--- src/sfp_mgmt_config.svh ---
/*
   sizing macros for the sfp management plane
*/
`ifndef SFP_MGMT_CONFIG_SVH
`define SFP_MGMT_CONFIG_SVH

// number of sfp+ cages behind the bus
`define SFP_NUM_PORTS 4

// wishbone classic widths
// adr[7:4] port, adr[3:2] register
`define SFP_ADR_W 8
`define SFP_DAT_W 32

// raw phy status word per port
// 10GbE core status / 1GbE status vector
`define SFP_PHY_W 16

`endif

--- src/sfp_mgmt_pkg.sv ---
/*
   shared types: protocol select, register index, phy status union
*/
`default_nettype none

`include "sfp_mgmt_config.svh"

package sfp_mgmt_pkg;

   // per-port protocol, ctrl bit 1
   typedef enum logic {
      SFP_PROTO_10G = 1'b0,
      SFP_PROTO_1G  = 1'b1
   } sfp_proto_e;

   // register slot inside one port, adr[3:2]
   typedef enum logic [1:0] {
      SFP_REG_CTRL   = 2'd0,
      SFP_REG_STATUS = 2'd1,
      SFP_REG_EVENT  = 2'd2,
      SFP_REG_RSVD   = 2'd3
   } sfp_reg_e;

   // ---------------------------------------------------------
   // phy status word, two readings of the same 16 bits
   // ---------------------------------------------------------
   typedef union packed {
      // 10GbE pcs core status
      struct packed {
         logic [`SFP_PHY_W-3:0] spare;
         logic                  hi_ber;
         logic                  pcs_block_lock;
      } ten_g;
      // 1GbE pcs/pma status vector
      struct packed {
         logic [`SFP_PHY_W-3:0] spare;
         logic                  link_sync;
         logic                  link_status;
      } one_g;
   } sfp_phy_status_u;

endpackage

`default_nettype wire

--- src/sfp_port_bus_if.sv ---
/*
   reduced register access path from the decoder to one port core
*/
`timescale 1ns/1ps
`default_nettype none

`include "sfp_mgmt_config.svh"

interface sfp_port_bus_if
   import sfp_mgmt_pkg::*;
();

   // request, held while the wishbone access is pending
   logic                  stb;
   logic                  we;
   sfp_reg_e              reg_sel;
   logic [`SFP_DAT_W-1:0] wdat;

   // response, single-cycle ack with data alongside
   logic [`SFP_DAT_W-1:0] rdat;
   logic                  ack;

   modport decoder (output stb, we, reg_sel, wdat);

   modport port (input stb, we, reg_sel, wdat, output rdat, ack);

   // collector only watches the response side
   modport monitor (input rdat, ack);

endinterface

`default_nettype wire

--- src/sfp_wb_decoder.sv ---
/*
   wishbone classic slave front end
   port and register select, local ack for unpopulated ports
*/
`timescale 1ns/1ps
`default_nettype none

`include "sfp_mgmt_config.svh"

module sfp_wb_decoder
   import sfp_mgmt_pkg::*;
(
   input  wire                  bus_clk_i,
   input  wire                  arst_n_i,

   input  wire                  wb_cyc_i,
   input  wire                  wb_stb_i,
   input  wire                  wb_we_i,
   input  wire [`SFP_ADR_W-1:0] wb_adr_i,
   input  wire [`SFP_DAT_W-1:0] wb_dat_i,

   sfp_port_bus_if.decoder      bus [`SFP_NUM_PORTS-1:0],

   output logic                 out_of_range_o
);

   // port field is everything above the register field
   localparam int PORT_W = `SFP_ADR_W - 4;

   logic              req;
   logic [PORT_W-1:0] port_idx;
   sfp_reg_e          reg_idx;
   logic              in_range;

   // valid cycle of a classic access
   assign req      = wb_cyc_i & wb_stb_i;

   // adr[1:0] is byte lane, not decoded
   assign port_idx = wb_adr_i[`SFP_ADR_W-1:4];
   assign reg_idx  = sfp_reg_e'(wb_adr_i[3:2]);
   assign in_range = int'(port_idx) < `SFP_NUM_PORTS;

   // ---------------------------------------------------------
   // fan out to the port cores
   // ---------------------------------------------------------
   for (genvar i = 0; i < `SFP_NUM_PORTS; i++) begin : g_port
      // only the addressed port sees stb
      assign bus[i].stb     = req & (port_idx == PORT_W'(i));
      assign bus[i].we      = wb_we_i;
      assign bus[i].reg_sel = reg_idx;
      assign bus[i].wdat    = wb_dat_i;
   end

   // ---------------------------------------------------------
   // empty slot in the port space
   // ---------------------------------------------------------
   // same timing as a port core ack, one per strobe
   always_ff @(posedge bus_clk_i or negedge arst_n_i) begin
      if (!arst_n_i) begin
         out_of_range_o <= 1'b0;
      end else begin
         out_of_range_o <= req & ~in_range & ~out_of_range_o;
      end
   end

endmodule

`default_nettype wire

--- src/sfp_port_regs.sv ---
/*
   one cage: ctrl, status, event registers, pin synchronizers, irq
*/
`timescale 1ns/1ps
`default_nettype none

`include "sfp_mgmt_config.svh"

module sfp_port_regs
   import sfp_mgmt_pkg::*;
#(
   parameter int PORT_ID = 0
)(
   input  wire             bus_clk_i,
   input  wire             arst_n_i,

   sfp_port_bus_if.port    bus,

   input  wire             sfp_rxlos_i,
   input  wire             sfp_tx_fault_i,
   input  sfp_phy_status_u phy_status_i,

   output logic            sfp_tx_disable_o,
   output logic            irq_o
);

   // ctrl fields
   logic       tx_disable_q;
   sfp_proto_e proto_q;
   logic       irq_en_q;

   // cage pin synchronizers
   logic       rxlos_meta;
   logic       rxlos_sync;
   logic       tx_fault_meta;
   logic       tx_fault_sync;

   // previous values for edge detect
   logic       rxlos_prev;
   logic       tx_fault_prev;
   logic       link_prev;

   logic       link_up;
   logic [1:0] warmup_q;
   logic       armed;
   logic [2:0] event_q;
   logic [2:0] event_set;
   logic [2:0] event_clr;
   logic       ack_q;
   logic       wr_hit;

   // ---------------------------------------------------------
   // access handshake
   // ---------------------------------------------------------
   // one ack per strobe, blank cycle after each ack
   always_ff @(posedge bus_clk_i or negedge arst_n_i) begin
      if (!arst_n_i) begin
         ack_q <= 1'b0;
      end else begin
         ack_q <= bus.stb & ~ack_q;
      end
   end

   assign bus.ack = ack_q;

   // write lands on the edge that raises ack
   assign wr_hit  = bus.stb & bus.we & ~ack_q;

   // ctrl, laser off until software says otherwise
   always_ff @(posedge bus_clk_i or negedge arst_n_i) begin
      if (!arst_n_i) begin
         tx_disable_q <= 1'b1;
         proto_q      <= SFP_PROTO_10G;
         irq_en_q     <= 1'b0;
      end else if (wr_hit && bus.reg_sel == SFP_REG_CTRL) begin
         tx_disable_q <= bus.wdat[0];
         proto_q      <= sfp_proto_e'(bus.wdat[1]);
         irq_en_q     <= bus.wdat[2];
      end
   end

   // ---------------------------------------------------------
   // pins and link state
   // ---------------------------------------------------------
   always_ff @(posedge bus_clk_i or negedge arst_n_i) begin
      if (!arst_n_i) begin
         rxlos_meta    <= 1'b0;
         rxlos_sync    <= 1'b0;
         tx_fault_meta <= 1'b0;
         tx_fault_sync <= 1'b0;
      end else begin
         rxlos_meta    <= sfp_rxlos_i;
         rxlos_sync    <= rxlos_meta;
         tx_fault_meta <= sfp_tx_fault_i;
         tx_fault_sync <= tx_fault_meta;
      end
   end

   // 10GbE: block lock without high ber
   // 1GbE: link status and sync both up
   always_comb begin
      if (proto_q == SFP_PROTO_1G) begin
         link_up = phy_status_i.one_g.link_status & phy_status_i.one_g.link_sync;
      end else begin
         link_up = phy_status_i.ten_g.pcs_block_lock & ~phy_status_i.ten_g.hi_ber;
      end
   end

   // hold off edge detect until the sync chain has filled
   always_ff @(posedge bus_clk_i or negedge arst_n_i) begin
      if (!arst_n_i) begin
         warmup_q      <= 2'd0;
         rxlos_prev    <= 1'b0;
         tx_fault_prev <= 1'b0;
         link_prev     <= 1'b0;
      end else begin
         if (!armed) begin
            warmup_q <= warmup_q + 2'd1;
         end
         rxlos_prev    <= rxlos_sync;
         tx_fault_prev <= tx_fault_sync;
         link_prev     <= link_up;
      end
   end

   assign armed = (warmup_q == 2'd3);

   // ---------------------------------------------------------
   // events, write one to clear
   // ---------------------------------------------------------
   // bit 0 rxlos either edge, bit 1 tx_fault rising, bit 2 link either edge
   assign event_set = {link_up ^ link_prev,
                       tx_fault_sync & ~tx_fault_prev,
                       rxlos_sync ^ rxlos_prev} & {3{armed}};

   assign event_clr = (wr_hit && bus.reg_sel == SFP_REG_EVENT) ? bus.wdat[2:0] : 3'b000;

   // a new edge wins over a clear in the same cycle
   always_ff @(posedge bus_clk_i or negedge arst_n_i) begin
      if (!arst_n_i) begin
         event_q <= 3'b000;
      end else begin
         event_q <= (event_q & ~event_clr) | event_set;
      end
   end

   assign irq_o            = irq_en_q & (|event_q);
   assign sfp_tx_disable_o = tx_disable_q;

   // ---------------------------------------------------------
   // readback
   // ---------------------------------------------------------
   always_comb begin
      bus.rdat = '0;
      case (bus.reg_sel)
         SFP_REG_CTRL: begin
            bus.rdat[0] = tx_disable_q;
            bus.rdat[1] = proto_q;
            bus.rdat[2] = irq_en_q;
         end
         SFP_REG_STATUS: begin
            bus.rdat[0] = rxlos_sync;
            bus.rdat[1] = tx_fault_sync;
            bus.rdat[2] = link_up;
            // raw word in the top half
            bus.rdat[`SFP_DAT_W-1 -: `SFP_PHY_W] = phy_status_i;
         end
         SFP_REG_EVENT: begin
            bus.rdat[2:0] = event_q;
         end
         default: begin
            // rsvd reads zero
            bus.rdat = '0;
         end
      endcase
   end

   // blank cycle covers one held cycle only, strobe must be gone after its ack
   a_single_ack: assert property (@(posedge bus_clk_i) disable iff (!arst_n_i)
      bus.ack |=> !bus.stb)
      else $error("port %0d strobe still high after its ack", PORT_ID);

endmodule

`default_nettype wire

--- src/sfp_irq_collect.sv ---
/*
   response return path: ack or, read data mux, registered interrupt
*/
`timescale 1ns/1ps
`default_nettype none

`include "sfp_mgmt_config.svh"

module sfp_irq_collect (
   input  wire                   bus_clk_i,
   input  wire                   arst_n_i,

   sfp_port_bus_if.monitor       bus [`SFP_NUM_PORTS-1:0],
   input  wire [`SFP_NUM_PORTS-1:0] irq_i,
   input  wire                   out_of_range_i,

   output logic                  wb_ack_o,
   output logic [`SFP_DAT_W-1:0] wb_dat_o,
   output logic                  wb_int_o
);

   logic [`SFP_NUM_PORTS-1:0] ack_vec;
   logic [`SFP_DAT_W-1:0]     rdat_arr [`SFP_NUM_PORTS];

   // flatten the interface array for indexed access
   for (genvar i = 0; i < `SFP_NUM_PORTS; i++) begin : g_gather
      assign ack_vec[i]  = bus[i].ack;
      assign rdat_arr[i] = bus[i].rdat;
   end

   // ---------------------------------------------------------
   // bus response
   // ---------------------------------------------------------
   assign wb_ack_o = (|ack_vec) | out_of_range_i;

   // and-or mux on ack, empty slot falls through as zero
   always_comb begin
      wb_dat_o = '0;
      for (int i = 0; i < `SFP_NUM_PORTS; i++) begin
         if (ack_vec[i]) begin
            wb_dat_o = wb_dat_o | rdat_arr[i];
         end
      end
   end

   // ---------------------------------------------------------
   // interrupt
   // ---------------------------------------------------------
   // level irq, one cycle behind the enabled event
   always_ff @(posedge bus_clk_i or negedge arst_n_i) begin
      if (!arst_n_i) begin
         wb_int_o <= 1'b0;
      end else begin
         wb_int_o <= |irq_i;
      end
   end

   // decoder strobes one target, so responses never collide
   a_one_responder: assert property (@(posedge bus_clk_i) disable iff (!arst_n_i)
      $onehot0({ack_vec, out_of_range_i}))
      else $error("more than one ack on the return path");

endmodule

`default_nettype wire

--- src/sfp_mgmt_top.sv ---
/*
   sfp+ management plane top: decoder, port cores, collector
*/
`timescale 1ns/1ps
`default_nettype none

`include "sfp_mgmt_config.svh"

module sfp_mgmt_top
   import sfp_mgmt_pkg::*;
(
   input  wire                                bus_clk_i,
   input  wire                                arst_n_i,

   // wishbone classic slave
   input  wire                                wb_cyc_i,
   input  wire                                wb_stb_i,
   input  wire                                wb_we_i,
   input  wire [`SFP_ADR_W-1:0]               wb_adr_i,
   input  wire [`SFP_DAT_W-1:0]               wb_dat_i,
   output wire                                wb_ack_o,
   output wire [`SFP_DAT_W-1:0]               wb_dat_o,
   output wire                                wb_int_o,

   // cage pins and phy status, one lane per port
   input  wire [`SFP_NUM_PORTS-1:0]           sfp_rxlos_i,
   input  wire [`SFP_NUM_PORTS-1:0]           sfp_tx_fault_i,
   input  wire [`SFP_NUM_PORTS*`SFP_PHY_W-1:0] phy_status_i,
   output wire [`SFP_NUM_PORTS-1:0]           sfp_tx_disable_o
);

   wire [`SFP_NUM_PORTS-1:0] port_irq;
   wire                      out_of_range;

   sfp_port_bus_if port_bus [`SFP_NUM_PORTS-1:0] ();

   sfp_wb_decoder u_decoder (
      .bus_clk_i      (bus_clk_i),
      .arst_n_i       (arst_n_i),
      .wb_cyc_i       (wb_cyc_i),
      .wb_stb_i       (wb_stb_i),
      .wb_we_i        (wb_we_i),
      .wb_adr_i       (wb_adr_i),
      .wb_dat_i       (wb_dat_i),
      .bus            (port_bus),
      .out_of_range_o (out_of_range)
   );

   // ---------------------------------------------------------
   // one register core per cage
   // ---------------------------------------------------------
   for (genvar i = 0; i < `SFP_NUM_PORTS; i++) begin : g_port
      sfp_port_regs #(
         .PORT_ID (i)
      ) u_port (
         .bus_clk_i        (bus_clk_i),
         .arst_n_i         (arst_n_i),
         .bus              (port_bus[i]),
         .sfp_rxlos_i      (sfp_rxlos_i[i]),
         .sfp_tx_fault_i   (sfp_tx_fault_i[i]),
         .phy_status_i     (sfp_phy_status_u'(phy_status_i[i*`SFP_PHY_W +: `SFP_PHY_W])),
         .sfp_tx_disable_o (sfp_tx_disable_o[i]),
         .irq_o            (port_irq[i])
      );
   end

   sfp_irq_collect u_collect (
      .bus_clk_i      (bus_clk_i),
      .arst_n_i       (arst_n_i),
      .bus            (port_bus),
      .irq_i          (port_irq),
      .out_of_range_i (out_of_range),
      .wb_ack_o       (wb_ack_o),
      .wb_dat_o       (wb_dat_o),
      .wb_int_o       (wb_int_o)
   );

endmodule

`default_nettype wire

--- config.mk ---
export PLATFORM = sky130hd
export DESIGN_NAME = sfp_mgmt_top
export DESIGN_NICKNAME = d
export VERILOG_FILES = /design/src/sfp_mgmt_pkg.sv /design/src/sfp_port_bus_if.sv /design/src/sfp_wb_decoder.sv /design/src/sfp_port_regs.sv /design/src/sfp_irq_collect.sv /design/src/sfp_mgmt_top.sv
export VERILOG_INCLUDE_DIRS = /design/src
export SDC_FILE = /design/constraint.sdc
export NUM_CORES = 1
export LEC_CHECK = 0
export CORE_MARGIN = 8
export CORE_UTILIZATION = 50
export CTS_CLUSTER_SIZE = 40
export DETAILED_ROUTE_END_ITERATION = 6
export DONT_BUFFER_PORTS = 1
export SLEW_MARGIN = 15
export SYNTH_ARGS = -nofsm -noshare
export SYNTH_HDL_FRONTEND = slang
export SYNTH_SLANG_ARGS = --single-unit
--- constraint.sdc ---
create_clock -name bus_clk_i -period 2.4 [get_ports bus_clk_i]
set_clock_uncertainty 0.2 [all_clocks]
set_input_delay 0.36 -clock bus_clk_i [delete_from_list [all_inputs] [get_ports bus_clk_i]]
set_output_delay 0.36 -clock bus_clk_i [all_outputs]
set_load 0.005 [all_outputs]
==> impl_metrics.toml <==
[outcome]
status = "complete, no violations"

[global_route]
grt.overflow.total = 0
grt_use_total = 0.182
grt_pass1_vias = 2330
antenna_found_initial = 0
grt_pass1_wl_mm = 12.3
grt_max_degree = 67

[routing]
routed_wl_mm = 8.54
avgViaCountPerCell = 5.90
num_vias = 2243
ant_nets = 0
drcViolationCount = 0
wire_per_inst_um = 22.5
drtIter0Drc = 102
dr.pass1.iters = 4

[floorplanning]
start_util = 0.512
die-area_um2 = 9290
die_w_um = 96.4
core_area_um2 = 6310
pin_count = 155
fp.dieH_um = 96.4
rows = 29

[job]
cap_violations = 0

[timing]
slew_viol_final = 0
hold_viol_final = 0
worstMarginPinSlew_ns = 0.617
fin_crit_ns = 2.22
setup_viol = 0
relSlewSlack = 0.588
setup_tns_ns = 0
whs_ns = 0.0231
rsz0062_at_grt = "false"
fmax_mhz = 451
period_share = 0.923

[setup_path]
path_cells = "buf_4 > a22oi_1 > a21oi_1"
crit_type = "flop to primary output"
path_max_fanout = 16
cp-start-kind = "flop"
critPathArrivalTime_ns = 1.66
cp.required_ns = 1.84
reg2regPathDepth = 3
end_kind = "primary output"
cp_slowest_cell = "dfrtp_1"
cpPeakStageDelay_ns = 0.68

[cts]
clk_latency_ns = 0.33
cts.sinks = 66
cts_buffers = 9
cts_root_buf = "clkbuf_8"
htree_levels = 3
cts_setup_buffers = 0
cts.clk_slew.worst_paths_ns = 0.07
clockBufferDepth = 2
tritoncts = "yes"

[place]
hpwl_mm = 6.35
port_buffers = 0
routabilityCongestion = 0.866
placed_area_um2 = 3220

[power_and_ir_drop]
peakVddDrop_v = 0.000479
p_leak_nw = 1.41
power_density_nw_per_um2 = 586

[synth]
synth_fa_ha_area_frac = 0.0155
syn_avg_cell_area_um2 = 11.3
muxShareOfSynthArea = 0.0945
ys.flop_type = "dfrtp_1"
synth_top_area_cell = "dfrtp_1"
yosys.area.top_type_share = 0.480
syn_inst = 285
ys_seq_area_frac = 0.513
async_reset_ff_frac = 1.00
synth_top_family_by_area = "compound AO/OA/AOI/OAI gates"
synth_edf_count = 0
synthSimpleGateAreaFrac = 0.0840
synth_top_cells_by_area = "dfrtp_1 (48%), a22oi_1 (8.4%), mux2_2 (7.0%), xnor2_1 (4.3%), buf_4 (4.0%)"
synth_cell_types = 38
yosys_warnings = 0
synth_compound_area_frac = 0.183
synth_xor_area_frac = 0.0434
synth.cell_area_um2 = 3230
synth-seq-cells = 66

[finish]
fin_area_um2 = 3590
num-fill-cells = 520
fin_nets = 421
diodes = 0
drive_gt1_frac = 0.158
area_growth_pct = 11.0

[min_path]
worstHoldPathType = "primary input to flop"
hold_depth = 2
-- placed cells by master (no fill, tap or decap), drive strengths merged, types with 3 or more instances in the layout --
| cell | count |
|---|---|
| o21ai | 21 |
| ha | 4 |
| nand3b | 5 |
| conb | 13 |
| dfrtp | 62 |
| clkbuf | 11 |
| dlygate4sd3 | 18 |
| a21oi | 16 |
| and2 | 4 |
| nand2 | 11 |
| mux2i | 8 |
| xnor2 | 16 |
| nor2 | 3 |
| buf | 5 |
| o2bb2ai | 8 |
| nand3 | 5 |
| dfstp | 4 |
| inv | 8 |
| o31ai | 4 |
| a22oi | 36 |
| mux2 | 20 |
-- cell type report --
cell class	count	area [um2]	share of cell area
Inverter	8	30.0	0.00837
Timing Repair Buffer	23	238	0.0663
Tap cell	77	96.3	0.0269
Sequential cell	66	1660	0.462
Clock inverter	3	17.5	0.00488
Clock buffer	11	141	0.0394
Multi-Input combinational cell	192	1410	0.392
-- where the power goes --
group | internal, mW | leakage, nW | total [mW] | switching [mW]
Clock | 0.388 | 0.0810 | 0.762 | 0.374
Combinational | 0.0793 | 0.594 | 0.161 | 0.0812
Sequential | 1.15 | 0.738 | 1.18 | 0.0270
Total | 1.62 | 1.41 | 2.10 | 0.482
-- state kept, by name, indices dropped and copies added (netlist names) --
name                            count
g_port.u_port.warmup_q              8
u_collect.wb_int_o                  1
g_port.u_port.bus.ack               4
g_port.u_port.tx_fault_sync         4
g_port.u_port.rxlos_sync            4
g_port.u_port.tx_fault_meta         4
g_port.u_port.link_prev             4
g_port.u_port.tx_fault_prev         4
g_port.u_port.rxlos_prev            4
g_port.u_port.proto_q               4
u_decoder.out_of_range_o            1
g_port.u_port.sfp_tx_disable_o      4
g_port.u_port.rxlos_meta            4
g_port.u_port.event_q              12
g_port.u_port.irq_en_q              4
-- through the flow --
stage	utilization	cells	total power [mW]	setup WS [ns]
2_1_floorplan	-	297	1.31	0.398
3_3_place_gp	0.510	347	1.30	0.457
3_5_place_dp	0.510	347	1.31	0.457
4_1_cts	0.566	379	2.13	0.0883
5_1_grt	0.568	380	2.20	0.109
6_report	0.568	380	2.10	0.185
-- metal layers --
metal  share of wire  GRT usage
met5               0          0
met3           0.092     0.0611
met2            0.49      0.310
met4          0.0088     0.0580
met1            0.41      0.211
-- critical path, delay by kind of cell, from the launching register on --
family                 cells  cell delay, ns
flip-flops                 1            0.68
AO/OA/AOI/OAI              2            0.39
buffers and inverters      1            0.26
-- path summary, 6_finish.rpt --
| path | slack [ns] | from | endpoint |
|---|---|---|---|
| worst min register to register | 0.15 | g_port[0].u_port.tx_fault_meta | g_port[0].u_port.tx_fault_sync |
| worst min-delay path | 0.02 | wb_adr_i[5] | g_port[0].u_port.bus.ack |
| min in group asynchronous | 0.36 | arst_n_i | g_port[3].u_port.warmup_q[1] |
| max in group asynchronous | 1.33 | arst_n_i | g_port[1].u_port.sfp_tx_disable_o |
| worst max register to register | 0.66 | g_port[0].u_port.bus.ack | g_port[0].u_port.event_q[2] |
| worst max-delay path | 0.18 | g_port[1].u_port.bus.ack | wb_dat_o[18] |
-- logic make-up after synthesis --
| group | after synthesis |
|---|---|
| xor gates and xnor gates | 16 |
| AOI/OAI and AO/OA | 89 |
| adders and majority gates | 4 |
| and+or+nand+nor | 42 |
| DFF | 66 |
| buffers and inverters | 39 |
| muxes | 28 |
| other | 1 |
-- cells in the mapped netlist (all sizes together) (5+ instances only) --
| cell type | instances |
|---|---|
| buf | 20 |
| xnor2 | 16 |
| nand3 | 5 |
| dfrtp | 62 |
| nand3b | 5 |
| mux2i | 8 |
| nand2 | 11 |
| clkbuf | 11 |
| a21oi | 16 |
| a22oi | 36 |
| o2bb2ai | 8 |
| o21ai | 21 |
| inv | 8 |
| mux2 | 20 |
-- timing repair --
item | 4_1_cts | 5_1_grt
endpoints found under the setup margin | 0 | 1
resized for setup | 0 | 1
hold buffers | 18 | 1
hold endpoints to repair | 90 | 1
No activity file was read; power rests on OpenSTA's default activity.
